$ cat config.mk
export PLATFORM = sky130hd
export DESIGN_NAME = fe_be_top
export DESIGN_NICKNAME = d
export VERILOG_FILES = /design/src/fe_be_pkg.sv /design/src/fe_be_ifs.sv /design/src/fe_pc_gen.sv /design/src/fe_queue.sv /design/src/be_checker.sv /design/src/be_csr_regs.sv /design/src/fe_be_top.sv
export SDC_FILE = /design/constraint.sdc
export NUM_CORES = 1
export LEC_CHECK = 0
export BUFFER_PORTS_ARGS = -buffer_cell sky130_fd_sc_hd__buf_2
export CAP_MARGIN = 30
export CORE_AREA = 3 3 379 418
export DETAILED_ROUTE_END_ITERATION = 12
export DIE_AREA = 0 0 382 421
export REMOVE_ABC_BUFFERS = 1
export SYNTH_ARGS = -nofsm -noshare
export SYNTH_HDL_FRONTEND = slang
export SYNTH_SLANG_ARGS = --single-unit
export TNS_END_PERCENT = 100
$ cat constraint.sdc
create_clock -name clk_i -period 9.22 [get_ports clk_i]
set_clock_uncertainty 0.2 [all_clocks]
set_input_delay 0.461 -clock clk_i [delete_from_list [all_inputs] [get_ports clk_i]]
set_output_delay 0.461 -clock clk_i [all_outputs]
set_load 0.01 [all_outputs]
$ cat src/fe_be_pkg.sv
package fe_be_pkg;

    // widths
    localparam int ADDR_W      = 32;
    localparam int BTB_IDX_W   = 3;
    localparam int BTB_ENTRIES = 1 << BTB_IDX_W;
    localparam int QUEUE_DEPTH = 4;
    localparam int QUEUE_PTR_W = $clog2(QUEUE_DEPTH);

    localparam logic [ADDR_W-1:0] BOOT_PC      = 32'h0000_0000;
    localparam logic [ADDR_W-1:0] TRAP_VEC_RST = 32'h0000_0100;

    // queue message types
    localparam logic MSG_FETCH     = 1'b0;
    localparam logic MSG_EXCEPTION = 1'b1;

    // front end command opcodes
    localparam logic [1:0] CMD_REDIRECT_TAKEN = 2'd0;
    localparam logic [1:0] CMD_REDIRECT_SEQ   = 2'd1;
    localparam logic [1:0] CMD_REDIRECT_TRAP  = 2'd2;
    localparam logic [1:0] CMD_ATTABOY        = 2'd3;

    localparam logic [6:0] OPC_JAL = 7'b1101111;

    localparam logic [1:0] CAUSE_MISALIGNED = 2'd1;

    // register block addresses
    localparam logic [1:0] CSR_TRAP_VEC    = 2'd0;
    localparam logic [1:0] CSR_MISPRED_CNT = 2'd1;
    localparam logic [1:0] CSR_ATTABOY_CNT = 2'd2;

    typedef struct packed {
        logic [ADDR_W-1:0] instr;
        logic [ADDR_W-1:0] pred_npc;
        logic              btb_hit;
    } fe_fetch_s;

    typedef struct packed {
        logic [ADDR_W-1:0] vaddr;
        logic [1:0]        cause;
        logic [30:0]       padding;
    } fe_exception_s;

    // one queue word, read by message type
    typedef union packed {
        fe_fetch_s     fetch;
        fe_exception_s exception;
    } fe_payload_u;

endpackage

$ cat src/fe_be_ifs.sv
`timescale 1ns/1ps

// front end to back end message channel
interface fe_queue_if
    import fe_be_pkg::*;
();

    logic              v;
    logic              ready;
    logic              msg_type;
    logic [ADDR_W-1:0] pc;
    fe_payload_u       payload;

    modport producer (output v, msg_type, pc, payload, input ready);
    modport consumer (input v, msg_type, pc, payload, output ready);

endinterface

// back end to front end commands, single-cycle pulse
interface fe_cmd_if
    import fe_be_pkg::*;
();

    logic              v;
    logic [1:0]        opcode;
    logic [ADDR_W-1:0] pc;
    logic [ADDR_W-1:0] branch_pc;

    modport sender (output v, opcode, pc, branch_pc);
    modport receiver (input v, opcode, pc, branch_pc);

endinterface

$ cat src/fe_pc_gen.sv
`timescale 1ns/1ps

module fe_pc_gen
    import fe_be_pkg::*;
(
    input  logic              clk_i,
    input  logic              reset_i,
    output logic [ADDR_W-1:0] imem_addr_o,
    input  logic [ADDR_W-1:0] imem_data_i,
    fe_queue_if.producer      q,
    fe_cmd_if.receiver        cmd,
    output logic              flush_o
);

    logic [ADDR_W-1:0] pc_r;
    logic              stopped_r;

    // btb state
    logic [BTB_ENTRIES-1:0] btb_v_r;
    logic [ADDR_W-1:0]      btb_tgt_r [BTB_ENTRIES];
    logic [1:0]             btb_cnt_r [BTB_ENTRIES];

    logic [BTB_IDX_W-1:0] rd_idx;
    logic [BTB_IDX_W-1:0] wr_idx;
    logic                 btb_hit;
    logic [ADDR_W-1:0]    pred_npc;
    logic                 misaligned;
    logic                 redirect;
    logic                 push;
    fe_payload_u          payload;

    assign imem_addr_o = pc_r;

    assign rd_idx = pc_r[BTB_IDX_W+1:2];
    assign wr_idx = cmd.branch_pc[BTB_IDX_W+1:2];

    // weakly taken or better counts as a prediction
    assign btb_hit    = btb_v_r[rd_idx] && (btb_cnt_r[rd_idx] >= 2'd2);
    assign pred_npc   = btb_hit ? btb_tgt_r[rd_idx] : pc_r + 32'd4;
    assign misaligned = (pc_r[1:0] != 2'b00);

    assign redirect = cmd.v && (cmd.opcode != CMD_ATTABOY);
    assign flush_o  = redirect;

    always_comb begin
        if (misaligned) begin
            payload.exception.vaddr   = pc_r;
            payload.exception.cause   = CAUSE_MISALIGNED;
            payload.exception.padding = '0;
        end else begin
            payload.fetch.instr    = imem_data_i;
            payload.fetch.pred_npc = pred_npc;
            payload.fetch.btb_hit  = btb_hit;
        end
    end

    // no message in any command cycle
    assign q.v        = !cmd.v && !stopped_r;
    assign q.msg_type = misaligned ? MSG_EXCEPTION : MSG_FETCH;
    assign q.pc       = pc_r;
    assign q.payload  = payload;

    assign push = q.v && q.ready;

    always_ff @(posedge clk_i) begin
        if (reset_i) begin
            pc_r      <= BOOT_PC;
            stopped_r <= 1'b0;
        end else if (redirect) begin
            pc_r      <= cmd.pc;
            stopped_r <= 1'b0;
        end else if (push) begin
            if (misaligned) begin
                stopped_r <= 1'b1;
            end else begin
                pc_r <= pred_npc;
            end
        end
    end

    always_ff @(posedge clk_i) begin
        if (reset_i) begin
            btb_v_r <= '0;
            for (int i = 0; i < BTB_ENTRIES; i++) begin
                btb_cnt_r[i] <= 2'd0;
            end
        end else if (cmd.v) begin
            case (cmd.opcode)
                CMD_REDIRECT_TAKEN: begin
                    btb_v_r[wr_idx]   <= 1'b1;
                    btb_cnt_r[wr_idx] <= 2'd2;
                end
                CMD_REDIRECT_SEQ: begin
                    if (btb_cnt_r[wr_idx] != 2'd0) begin
                        btb_cnt_r[wr_idx] <= btb_cnt_r[wr_idx] - 2'd1;
                    end
                end
                CMD_ATTABOY: begin
                    if (btb_cnt_r[wr_idx] != 2'd3) begin
                        btb_cnt_r[wr_idx] <= btb_cnt_r[wr_idx] + 2'd1;
                    end
                end
                default: begin
                end
            endcase
        end
    end

    always_ff @(posedge clk_i) begin
        if (cmd.v && (cmd.opcode == CMD_REDIRECT_TAKEN)) begin
            btb_tgt_r[wr_idx] <= cmd.pc;
        end
    end

    // an attaboy only confirms an entry that already predicted
    assert property (@(posedge clk_i) disable iff (reset_i)
        (cmd.v && (cmd.opcode == CMD_ATTABOY)) |-> btb_v_r[wr_idx]);

endmodule

$ cat src/fe_queue.sv
`timescale 1ns/1ps

module fe_queue
    import fe_be_pkg::*;
(
    input  logic         clk_i,
    input  logic         reset_i,
    input  logic         flush_i,
    fe_queue_if.consumer enq,
    fe_queue_if.producer deq
);

    logic              type_mem [QUEUE_DEPTH];
    logic [ADDR_W-1:0] pc_mem   [QUEUE_DEPTH];
    fe_payload_u       pl_mem   [QUEUE_DEPTH];

    logic [QUEUE_PTR_W-1:0] wr_ptr_r;
    logic [QUEUE_PTR_W-1:0] rd_ptr_r;
    logic [QUEUE_PTR_W:0]   count_r;
    logic                   push;
    logic                   pop;

    assign enq.ready = (count_r != (QUEUE_PTR_W+1)'(QUEUE_DEPTH));
    assign deq.v     = (count_r != '0);

    assign deq.msg_type = type_mem[rd_ptr_r];
    assign deq.pc       = pc_mem[rd_ptr_r];
    assign deq.payload  = pl_mem[rd_ptr_r];

    assign push = enq.v && enq.ready && !flush_i;
    assign pop  = deq.v && deq.ready && !flush_i;

    always_ff @(posedge clk_i) begin
        if (reset_i || flush_i) begin
            wr_ptr_r <= '0;
            rd_ptr_r <= '0;
            count_r  <= '0;
        end else begin
            if (push) begin
                wr_ptr_r <= wr_ptr_r + 1'b1;
            end
            if (pop) begin
                rd_ptr_r <= rd_ptr_r + 1'b1;
            end
            count_r <= count_r + (QUEUE_PTR_W+1)'(push) - (QUEUE_PTR_W+1)'(pop);
        end
    end

    always_ff @(posedge clk_i) begin
        if (push) begin
            type_mem[wr_ptr_r] <= enq.msg_type;
            pc_mem[wr_ptr_r]   <= enq.pc;
            pl_mem[wr_ptr_r]   <= enq.payload;
        end
    end

    // a push when full or a pop when empty would take the count out of range
    assert property (@(posedge clk_i) disable iff (reset_i)
        count_r <= (QUEUE_PTR_W+1)'(QUEUE_DEPTH));

    // pointers and count stay in step
    assert property (@(posedge clk_i) disable iff (reset_i)
        (wr_ptr_r - rd_ptr_r) == count_r[QUEUE_PTR_W-1:0]);

endmodule

$ cat src/be_checker.sv
`timescale 1ns/1ps

module be_checker
    import fe_be_pkg::*;
(
    input  logic              clk_i,
    input  logic              reset_i,
    fe_queue_if.consumer      q,
    fe_cmd_if.sender          cmd,
    input  logic [ADDR_W-1:0] trap_vec_i,
    output logic              mispred_o,
    output logic              attaboy_o,
    output logic              commit_v_o,
    output logic [ADDR_W-1:0] commit_pc_o,
    output logic [ADDR_W-1:0] commit_instr_o
);

    logic              cmd_v_r;
    logic [1:0]        cmd_op_r;
    logic [ADDR_W-1:0] cmd_pc_r;
    logic [ADDR_W-1:0] cmd_bpc_r;
    logic              redir_pend_r;

    logic              pop;
    logic [ADDR_W-1:0] instr;
    logic              is_jal;
    logic [ADDR_W-1:0] j_imm;
    logic [ADDR_W-1:0] actual_npc;
    logic              mismatch;

    assign cmd.v         = cmd_v_r;
    assign cmd.opcode    = cmd_op_r;
    assign cmd.pc        = cmd_pc_r;
    assign cmd.branch_pc = cmd_bpc_r;

    // stall while a redirect is on its way to the front end
    assign q.ready = !redir_pend_r;
    assign pop     = q.v && q.ready;

    assign instr  = q.payload.fetch.instr;
    assign is_jal = (instr[6:0] == OPC_JAL);
    assign j_imm  = {{12{instr[31]}}, instr[19:12], instr[20], instr[30:21], 1'b0};

    assign actual_npc = is_jal ? q.pc + j_imm : q.pc + 32'd4;
    assign mismatch   = (actual_npc != q.payload.fetch.pred_npc);

    always_ff @(posedge clk_i) begin
        if (reset_i) begin
            cmd_v_r      <= 1'b0;
            redir_pend_r <= 1'b0;
            commit_v_o   <= 1'b0;
            mispred_o    <= 1'b0;
            attaboy_o    <= 1'b0;
        end else begin
            cmd_v_r      <= 1'b0;
            redir_pend_r <= 1'b0;
            commit_v_o   <= 1'b0;
            mispred_o    <= 1'b0;
            attaboy_o    <= 1'b0;
            if (pop) begin
                if (q.msg_type == MSG_FETCH) begin
                    commit_v_o <= 1'b1;
                    if (mismatch) begin
                        cmd_v_r      <= 1'b1;
                        redir_pend_r <= 1'b1;
                        mispred_o    <= 1'b1;
                    end else if (is_jal && q.payload.fetch.btb_hit) begin
                        cmd_v_r   <= 1'b1;
                        attaboy_o <= 1'b1;
                    end
                end else begin
                    cmd_v_r      <= 1'b1;
                    redir_pend_r <= 1'b1;
                end
            end
        end
    end

    always_ff @(posedge clk_i) begin
        if (pop) begin
            commit_pc_o    <= q.pc;
            commit_instr_o <= instr;
            if (q.msg_type == MSG_EXCEPTION) begin
                cmd_op_r  <= CMD_REDIRECT_TRAP;
                cmd_pc_r  <= trap_vec_i;
                cmd_bpc_r <= q.payload.exception.vaddr;
            end else begin
                if (!mismatch) begin
                    cmd_op_r <= CMD_ATTABOY;
                end else if (is_jal) begin
                    cmd_op_r <= CMD_REDIRECT_TAKEN;
                end else begin
                    cmd_op_r <= CMD_REDIRECT_SEQ;
                end
                cmd_pc_r  <= actual_npc;
                cmd_bpc_r <= q.pc;
            end
        end
    end

    // nothing is popped in the cycle the front end is being redirected
    assert property (@(posedge clk_i) disable iff (reset_i)
        (cmd.v && (cmd.opcode != CMD_ATTABOY)) |-> !q.ready);

endmodule

$ cat src/be_csr_regs.sv
`timescale 1ns/1ps

module be_csr_regs
    import fe_be_pkg::*;
(
    input  logic              clk_i,
    input  logic              reset_i,
    input  logic              csr_w_v_i,
    input  logic [1:0]        csr_addr_i,
    input  logic [ADDR_W-1:0] csr_wdata_i,
    output logic [ADDR_W-1:0] csr_rdata_o,
    input  logic              mispred_i,
    input  logic              attaboy_i,
    output logic [ADDR_W-1:0] trap_vec_o
);

    logic [ADDR_W-1:0] trap_vec_r;
    logic [ADDR_W-1:0] mispred_cnt_r;
    logic [ADDR_W-1:0] attaboy_cnt_r;

    assign trap_vec_o = trap_vec_r;

    always_ff @(posedge clk_i) begin
        if (reset_i) begin
            trap_vec_r    <= TRAP_VEC_RST;
            mispred_cnt_r <= '0;
            attaboy_cnt_r <= '0;
        end else begin
            if (csr_w_v_i && (csr_addr_i == CSR_TRAP_VEC)) begin
                trap_vec_r <= csr_wdata_i;
            end
            // a write clears, and wins over an increment
            if (csr_w_v_i && (csr_addr_i == CSR_MISPRED_CNT)) begin
                mispred_cnt_r <= '0;
            end else if (mispred_i) begin
                mispred_cnt_r <= mispred_cnt_r + 32'd1;
            end
            if (csr_w_v_i && (csr_addr_i == CSR_ATTABOY_CNT)) begin
                attaboy_cnt_r <= '0;
            end else if (attaboy_i) begin
                attaboy_cnt_r <= attaboy_cnt_r + 32'd1;
            end
        end
    end

    always_comb begin
        case (csr_addr_i)
            CSR_TRAP_VEC:    csr_rdata_o = trap_vec_r;
            CSR_MISPRED_CNT: csr_rdata_o = mispred_cnt_r;
            CSR_ATTABOY_CNT: csr_rdata_o = attaboy_cnt_r;
            default:         csr_rdata_o = '0;
        endcase
    end

endmodule

$ cat src/fe_be_top.sv
`timescale 1ns/1ps

module fe_be_top
    import fe_be_pkg::*;
(
    input  logic              clk_i,
    input  logic              reset_i,
    output logic [ADDR_W-1:0] imem_addr_o,
    input  logic [ADDR_W-1:0] imem_data_i,
    input  logic              csr_w_v_i,
    input  logic [1:0]        csr_addr_i,
    input  logic [ADDR_W-1:0] csr_wdata_i,
    output logic [ADDR_W-1:0] csr_rdata_o,
    output logic              commit_v_o,
    output logic [ADDR_W-1:0] commit_pc_o,
    output logic [ADDR_W-1:0] commit_instr_o
);

    logic              flush;
    logic              mispred;
    logic              attaboy;
    logic [ADDR_W-1:0] trap_vec;

    fe_queue_if fe_q_if ();
    fe_queue_if be_q_if ();
    fe_cmd_if   cmd_if ();

    fe_pc_gen pc_gen_i (
        .clk_i       (clk_i),
        .reset_i     (reset_i),
        .imem_addr_o (imem_addr_o),
        .imem_data_i (imem_data_i),
        .q           (fe_q_if.producer),
        .cmd         (cmd_if.receiver),
        .flush_o     (flush)
    );

    fe_queue queue_i (
        .clk_i   (clk_i),
        .reset_i (reset_i),
        .flush_i (flush),
        .enq     (fe_q_if.consumer),
        .deq     (be_q_if.producer)
    );

    be_checker checker_i (
        .clk_i          (clk_i),
        .reset_i        (reset_i),
        .q              (be_q_if.consumer),
        .cmd            (cmd_if.sender),
        .trap_vec_i     (trap_vec),
        .mispred_o      (mispred),
        .attaboy_o      (attaboy),
        .commit_v_o     (commit_v_o),
        .commit_pc_o    (commit_pc_o),
        .commit_instr_o (commit_instr_o)
    );

    be_csr_regs csr_i (
        .clk_i       (clk_i),
        .reset_i     (reset_i),
        .csr_w_v_i   (csr_w_v_i),
        .csr_addr_i  (csr_addr_i),
        .csr_wdata_i (csr_wdata_i),
        .csr_rdata_o (csr_rdata_o),
        .mispred_i   (mispred),
        .attaboy_i   (attaboy),
        .trap_vec_o  (trap_vec)
    );

endmodule

== After elaboration in Yosys (flattened, before gate mapping) ==
Memory sizes are Yosys's and may differ from the RTL's. A register that Yosys moved wholly into a read port is not among the register bits.
Index checks and enable logic that the tools add are counted.
Cells by class
  $add $sub $neg: 11
  $lt $le $gt $ge: 4
  equal/unequal tests: 10
  mux-type cells: 58
  bitwise operators: 5
  reductions and logical operators: 35
Operators by type and width (count)
  $mux 32: 6
  $pmux 32 s3: 1
  $mux 65: 1
  $add 32x1->32 const B: 2
  $add 32x3->32 const B: 2
  $add 32x32->32: 1
  $mux 1: 32
  $ne 32x32->1: 1
  $mux 2: 9
  $mux 3: 6
  $logic_and 1x1->1: 13
  $reduce_or 2->1: 6
  $lt 3x4->1 const B: 2
  $or 8x8->8: 1
  $eq 7x7->1 const B: 1
  $add 2x1->2 const B: 3
  $reduce_and 2->1: 3
  $reduce_bool 2->1: 3
  $mux 5: 1
  $eq 2x1->1 const B: 2
  $eq 2x2->1 const B: 2
  $logic_not 1->1: 4
  $logic_not 2->1: 2
  $ne 2x2->1 const B: 2
  other kinds (15): 17
Word-level totals
  flip-flop bits (word level): 252
  memory bits (writable): 664
  bits of input ports: 69
  logic and storage cells: 148
  memories kept: 5
Memory list
  queue_i.pl_mem: depth 4, bits a word 65, rd ports 1, clocked after Yosys merged registers in 1, wr ports 1, RTL line fe_queue.sv:15  | fe_payload_u pl_mem [QUEUE_DEPTH];
  pc_gen_i.btb_tgt_r: depth 8, bits a word 32, rd ports 1, clocked after Yosys merged registers in 1, wr ports 1, RTL line fe_pc_gen.sv:20  | logic [ADDR_W-1:0] btb_tgt_r [BTB_ENTRIES];
  queue_i.pc_mem: depth 4, bits a word 32, rd ports 1, clocked after Yosys merged registers in 1, wr ports 1, RTL line fe_queue.sv:14  | logic [ADDR_W-1:0] pc_mem [QUEUE_DEPTH];
  pc_gen_i.btb_cnt_r: depth 8, bits a word 2, rd ports 2, clocked after Yosys merged registers in 2, wr ports 8, RTL line fe_pc_gen.sv:21  | logic [1:0] btb_cnt_r [BTB_ENTRIES];
  queue_i.type_mem: depth 4, bits a word 1, rd ports 1, clocked after Yosys merged registers in 1, wr ports 1, RTL line fe_queue.sv:13  | logic type_mem [QUEUE_DEPTH];

== Longest topological paths before layout ==
Gate-level depths: netlist of run 1.
  depth in word-level cells: 10
  mapped depth: 23
  mapped depth without buffers: 15

== Hierarchy ==
A second synthesis of run 1 with hierarchy kept.
Second synthesis, totals
  cells, all modules: 3059
  area, all modules: 42437.0 sq um
By module, submodules not included
  fe_queue: instances 1, cells an instance 563, area an instance 14597.8 sq um
  fe_pc_gen: instances 1, cells an instance 1023, area an instance 14102.3 sq um
  be_checker: instances 1, cells an instance 868, area an instance 8908.5 sq um
  be_csr_regs: instances 1, cells an instance 605, area an instance 4828.4 sq um

== Least setup slack after synthesis of run 1 ==
OpenSTA, ideal clock, no wires.
  kind: reg2reg
  start point: reg (tool-made name)
  end point: reg checker_i.cmd_op_r[0], in the netlist checker_i.cmd.opcode[0] (data pin)
  library setup time: 131 ps
  data arrival time: 6238 ps
  path slack: 2652 ps
  stages on the path, launching flop included: 23
  path buffers: 9
  cell sequence: dfxtp_1 -> buf_6 -> buf_12 -> buf_12 -> buf_6 -> buf_2 -> clkbuf_1 -> buf_1 -> buf_1 -> mux4_2 -> ha_1 -> buf_2 -> and4_1 -> nand2_1 -> a211oi_1 -> nor2_1 -> o31a_1 -> o31ai_1 -> nand3_1 -> a31o_2 -> a2111oi_0 -> nor4b_4 -> o21a_1
RTL lines
  end signal, assigned: RTL line be_checker.sv:84  | cmd_op_r <= CMD_REDIRECT_TRAP;
  end signal, assigned: RTL line be_checker.sv:89  | cmd_op_r <= CMD_ATTABOY;
  end signal, assigned: RTL line be_checker.sv:91  | cmd_op_r <= CMD_REDIRECT_TAKEN;
  end, declared: RTL line be_checker.sv:19  | logic [1:0] cmd_op_r;

==> impl_metrics.toml, run 1 <==
[sta]
fmax_mhz = 151
whs_ns = 0.0723
hold_viol = 0
min_period_ns = 6.63
rsz0062_at_grt = "no"
drv_slew = 0
setup_viol = 0
fin_crit_sh_pct = 71.9
max_slew.worst_pin.slew_ns = 1.03
slew-limit-headroom_pct = 31.2
tns_ns = 0

[logic_synthesis]
synth_area_um2 = 40000
ys_top_cells_by_area = "edfxtp_1 57%, mux4_2 9.2%, dfxtp_1 7.9%, nand2_1 3.2%, mux2i_1 2.1%"
yosysWarnings = 0
yosysTopAreaCell = "edfxtp_1"
synth_cell_types = 85
yosysMostFrequentCell = "edfxtp_1"
synth-main-ff-cell = "edfxtp_1"
ys_ff_latch = 922
synth_top_cells_by_count = "765 x edfxtp_1, 340 x nand2_1, 205 x nor2_1, 164 x mux4_2, 157 x dfxtp_1"
async_flop_share_pct = 0
postSynthCellCount = 2795
ys_seq_area_share_pct = 65.3
synth_enable_flop_cells = 765
synth_top_area_share_pct = 57.4
postSynthAreaPerCell_um2 = 14.3

[power]
p_int_mw = 10.4
max-vdd-ir-drop_mv = 0.192
p_leak_nw = 15.6
power_density_nw_per_um2 = 363
combPwrFrac_pct = 38.6
p_sw_mw = 6.64
p_clk_share_pct = 21.2
p_sw_share_pct = 39.0
seq_power_share_pct = 40.2

[cts]
cts_tree = "built"
clk_path_buf_depth = 3
clk_latency_ns = 0.69
cts_resized = 0
cts.sinks = 922
root_buffer = "clkbuf_16"
clkTransAtPathRegs_ns = 0.06
cts_setup_buffers = 0
numCtsBuffers = 88
htree_levels = 3

[setup_path]
slowest_stage = "dfxtp_4"
crit_type = "reg -> reg"
crit_chain = "buf_4, mux4_2, ha_1, and4_1, nand2_1, a211oi_1, nor2_1, o31a_1, o31ai_1, xor2_1, o211ai_1, a2111oi_0, nor4b_4, or2_1"
crit_buf_inv = 1
r2r_end = "checker_i.cmd.opcode[1]$_SDFFCE_PP1P_"
cpPeakStageDelay_ns = 0.85
end_kind = "register"
rr_worst_depth = 14
cp-start-kind = "register"
required_ns = 9.56
crit_fanout = 35
r2r_slack_ns = 2.59
arrival_ns = 6.97
crit_family = "compound AO/OA/AOI/OAI gates"

[die]
die_w_um = 382
die_h_um = 421
fp-row-count = 151
core-area_um2 = 154000
ios = 198
die_area_um2 = 161000
start_util_pct = 26.0

[global_routing]
grt_pass1_vias = 24800
antenna_found_initial = 6
grt_busiest_layer = "met2"
grt_pass1_wl_um = 172000
grtUsageMet1_pct = 18.5
grt_max_degree = 81
use_met3_pct = 2.71
grt-ovfl-total = 0
grt_usage_pct = 14.3
grt_use_met2_pct = 23.7

[worst_hold_path]
whs_endpoint = "queue_i.pl_mem[0][58]$_DFFE_PP_"
worstHoldStart = "imem_data_i[25]"
hold-path-cell-count = 3
hold_path.class = "in -> reg"

[detailed_routing]
via_count = 24900
drc = 0
antenna_left = 0
firstDrtPassIters = 6
drt-initial-drc-count = 2424
via_per_inst = 4.80
drt-total-wl_um = 118000
wire_per_inst_um = 22.8

[status]
status = "finished, final reports clean"

[job]
drv_cap = 0

[final_layout]
fin_nets = 3160
area_growth_pct = 17.3
drive_above_1_share_pct = 19.7
stdcell_count = 5188

[placement]
dp_cells = 4960
gp_congestion = 0.910
dp_hpwl_um = 82800
io_buffers = 197
## power groups by stage
stage / logic, mW / registers (mW) / clock network [mW]
final: 6.57 / 6.84 / 3.62
after CTS: 6.58 / 6.86 / 3.69
after global routing: 7.12 / 6.95 / 3.86
after detailed placement: 6.51 / 6.93 / 0
after global placement: 6.52 / 6.89 / 0
after floorplan: 4.10 / 6.84 / 0
## sequential cells by signal, summed over array words and instances (netlist names), 2 cells and up, named ones only
| register | flops |
|---|---|
| queue_i.pl_mem | 260 |
| pc_gen_i.btb_tgt_r | 256 |
| queue_i.pc_mem | 128 |
| checker_i.cmd.pc | 32 |
| checker_i.commit_instr_o | 32 |
| checker_i.commit_pc_o | 32 |
| csr_i.attaboy_cnt_r | 32 |
| csr_i.mispred_cnt_r | 32 |
| csr_i.trap_vec_o | 32 |
| pc_gen_i.imem_addr_o | 32 |
| pc_gen_i.btb_cnt_r | 16 |
| pc_gen_i.btb_v_r | 8 |
| queue_i.type_mem | 4 |
| checker_i.cmd.branch_pc | 3 |
| queue_i.count_r | 3 |
| checker_i.cmd.opcode | 2 |
| queue_i.rd_ptr_r | 2 |
| queue_i.wr_ptr_r | 2 |
## worst max path at each step
stage | start | endpoint | slack (ns) | cells after the start
finish | register | checker_i.cmd.opcode[1]$_SDFFCE_PP1P_ | 2.59 | 14
global route | register | checker_i.redir_pend_r$_SDFF_PP0_ | 2.23 | 14
detailed placement | register | checker_i.redir_pend_r$_SDFF_PP0_ | 2.60 | 14
floorplan | register | checker_i.cmd.opcode[1]$_SDFFCE_PP1P_ | 0.95 | 13
global placement | register | checker_i.attaboy_o$_SDFF_PP0_ | 2.63 | 14
CTS | register | checker_i.cmd.opcode[1]$_SDFFCE_PP1P_ | 2.58 | 14
## cell type report
class                      instances  area, um2
antenna                            3       7.51
clock buffer                     107       2330
clock inverter                    56        531
fill                           15400     107000
inverter                          34        128
multi-input combinational       1704      13300
sequential                       922      26100
tap                             2065       2580
timing repair buffer             297       1950
## worst register-to-register path: stages, from the launching register on
cell	delay, ns
dfxtp_4	0.85
buf_4	0.54
mux4_2	0.67
ha_1	0.50
and4_1	0.33
nand2_1	0.08
a211oi_1	0.66
nor2_1	0.20
o31a_1	0.38
o31ai_1	0.43
xor2_1	0.23
o211ai_1	0.11
a2111oi_0	0.55
nor4b_4	0.60
or2_1	0.19
## kinds of logic after synthesis
group / count (synthesis) / synth area share, %
xor+xnor: 152 / 3.36
mux: 286 / 12.4
fa+ha+maj: 44 / 1.41
flops: 922 / 65.3
simple gates: 819 / 9.47
compound gates: 403 / 6.24
buf+inv: 169 / 1.82
## metal layers
metal | up-vias | share of wire (%)
met5 | - | 0.011
met4 | 2 | 4.0
met3 | 182 | 6.6
met2 | 859 | 48
met1 | 12700 | 41
li1 | 11200 | -
## placed cells by master (no fill, tap or decap), types with 14 or more instances in the layout
cell	n
nand2_1	340
clkbuf_1	16
xor2_1	86
buf_4	35
a21oi_1	102
a21o_1	18
and3_1	31
nor2_1	194
buf_2	196
a211oi_1	14
or3_1	24
and2_1	17
nor3_1	24
nor2b_1	25
edfxtp_1	765
clkinv_1	16
a22oi_1	29
ha_1	42
inv_1	33
clkinv_2	14
dlygate4sd3_1	60
mux4_2	164
xnor2_1	65
dfxtp_1	152
nand3_1	55
nand4_1	29
mux2i_1	83
o21ai_0	141
nand2b_1	15
clkbuf_16	90
mux2_2	38
## through the flow
| stage | power (mW) | cell area, um2 | util (%) | setup WS, ns |
|---|---|---|---|---|
| 3_5_place_dp | 13.4 | 43400 | 28.2 | 2.60 |
| 6_report | 17.0 | 46900 | 30.4 | 2.59 |
| 2_1_floorplan | 10.9 | 39400 | - | 0.947 |
| 4_1_cts | 17.1 | 46900 | 30.4 | 2.58 |
| 3_3_place_gp | 13.4 | 43400 | 28.1 | 2.63 |
| 5_1_grt | 17.9 | 46900 | 30.4 | 2.23 |
## timing repair
action	in CTS	in global routing
hold endpoints to repair	140	0
endpoints found under the setup margin	0	0
hold buffers	60	0
No activity file was read; power rests on OpenSTA's default activity.
==> run 2, diff against run 1 <==
==> constraint.sdc (replaced) <==
create_clock -name clk_i -period 5.3 [get_ports clk_i]
set_clock_uncertainty 0.2 [all_clocks]
set_input_delay 0.265 -clock clk_i [delete_from_list [all_inputs] [get_ports clk_i]]
set_output_delay 0.265 -clock clk_i [all_outputs]
set_load 0.01 [all_outputs]
==> run 2 against run 1 <==
  * Design area is 3.0% higher
  * Combinational power is 96% higher
  * Flip-flop and latch count stayed put
  * Critical path depth is 2 higher
  * Power is 83% higher
  * Die area stayed put
  * Cell count is 2.4% higher
  * Hold slack better by 0.014 ns
  * Clock power is 78% higher
  * Sequential power is 73% higher
  * Fmax is 27% higher
  * Critical path type unchanged
==> impl_metrics.toml, run 2 (synthesis gave the netlist of run 1 again) <==
[sta]
whs_ns = 0.0865
fmax_mhz = 192
max_slew.worst_pin.slew_ns = 1.01
min_period_ns = 5.22
drv_slew = 0
fin_crit_sh_pct = 98.5
setup_slack_ns = 0.0815
hold_viol = 0
slew-limit-headroom_pct = 32.7
setup_viol = 0
rsz0062_at_grt = "no"

[final_layout]
area_growth_pct = 20.7
final_common_cell = "edfxtp_1"
mostFrequentLayoutCells = "765 x edfxtp_1, 340 x nand2_1, 196 x buf_2"
multi_input_area_um2 = 13300
fin_nets = 3288
drive_above_1_share_pct = 22.1
fin_util_pct = 31.3
fillerInstances = 15300
register_area_um2 = 26100
largest_reg_flops = 260
reg_top3 = "queue_i.pl_mem (260), pc_gen_i.btb_tgt_r (256), queue_i.pc_mem (128)"
regMostFlops = "queue_i.pl_mem"

[power]
p_int_mw = 19.0
seq_power_share_pct = 37.9
p_sw_mw = 12.1
p_leak_nw = 16.4
finalPower_mw = 31.2
max-vdd-ir-drop_mv = 0.493
combPwrFrac_pct = 41.4
power_density_nw_per_um2 = 645
p_clk_share_pct = 20.7
p_sw_share_pct = 39.0

[setup_path]
r2r_slack_ns = 0.08
required_ns = 5.67
arrival_ns = 5.59
cp-start-kind = "register"
end_kind = "register"
crit_type = "reg -> reg"
crit_fanout = 16

[job]
drv_cap = 0

[detailed_routing]
via_per_inst = 4.76
drt-total-wl_um = 120000
via_count = 25300
top_layer_used = "met5"
wire_per_inst_um = 22.5
firstDrtPassIters = 5
wl_met2_um = 57700
wl_met3_um = 7010
antenna_left = 0
drt-initial-drc-count = 2442
m1WireLength_um = 49600
drc = 0

[placement]
io_buffers = 197
dp_hpwl_um = 85300
gp_congestion = 0.959
dp_slack_ns = -0.0872

[cts]
root_buffer = "clkbuf_16"
cts.sinks = 922
numCtsBuffers = 89
cts_tree = "built"
clk_path_buf_depth = 3
htree_levels = 3
clk_latency_ns = 0.69
clkTransAtPathRegs_ns = 0.07

[status]
status = "finished, final reports clean"

[die]
die_w_um = 382
core-area_um2 = 154000
ios = 198
die_area_um2 = 161000
start_util_pct = 26.0
fp-row-count = 151
die_h_um = 421

[global_routing]
grt-ovfl-total = 0
grt_pass1_vias = 25300
antenna_found_initial = 8
grt_usage_pct = 14.5
grt_max_degree = 87
grt_pass1_wl_um = 174000

[worst_hold_path]
worstHoldStart = "reset_i"
hold_path.class = "in -> reg"
run 2: area by class of cell:
type	instances	area share, %
Antenna cell	2	0.0104
Clock buffer	114	5.02
Clock inverter	50	1.08
Inverter	34	0.264
Multi-Input combinational cell	1704	27.6
Sequential cell	922	54.1
Tap cell	2065	5.35
Timing Repair Buffer	424	6.60
run 2: final timing paths:
| path | endpoint | cells after the start |
|---|---|---|
| min reg2reg | pc_gen_i.btb_v_r[3]$_SDFFE_PP0P_ | 2 |
| min | csr_i.mispred_cnt_r[0]$_SDFFE_PP0P_ | 3 |
| max reg2reg | checker_i.cmd.opcode[0]$_SDFFCE_PP0P_ | 16 |
| max | checker_i.cmd.opcode[0]$_SDFFCE_PP0P_ | 16 |
run 2: repair_timing:
action / CTS / global route
buffers inserted: 0 / 14
resized for setup: 4 / 13
endpoints found under the setup margin: 6 / 6
pin swaps: 0 / 3
hold buffers: 98 / 0
hold endpoints to repair: 160 / 0
run 2: critical path, cell delays in order, from the launching register on:
cell       delay (ns)
dfxtp_4          0.45
buf_12           0.20
buf_4            0.13
mux4_2           0.52
ha_1             0.35
a21oi_1          0.28
o21ai_1          0.17
a41oi_1          0.24
a21oi_1          0.09
xnor2_1          0.42
a211oi_1         0.13
or4_1            0.52
nor4_1           0.31
o2111ai_1        0.22
nor4b_4          0.49
buf_4            0.23
o21a_1           0.11
run 2: power groups by stage:
stage	combinational (mW)	clock (mW)	sequential (mW)
3_5_place_dp	12.5	0	12.0
4_1_cts	12.7	6.56	11.8
6_report	12.9	6.44	11.8
3_3_place_gp	12.5	0	11.9
2_1_floorplan	7.14	0	11.9
5_1_grt	13.8	6.84	12.0
run 2: per-layer routing:
metal / global-route usage [%] / vias to the layer above
li1: - / 11400
met1: 18.6 / 12900
met2: 23.8 / 784
met3: 2.55 / 199
met4: 6.54 / 6
met5: 0 / -
run 2: metrics by stage:
stage          std cells  area [um2]  TNS [ns]
2_1_floorplan       2660       39400   -218.11
5_1_grt             5314       48300         0
3_3_place_gp        5031       44100    -0.108
6_report            5315       48300         0
3_5_place_dp        5036       44200    -0.363
4_1_cts             5298       48100         0
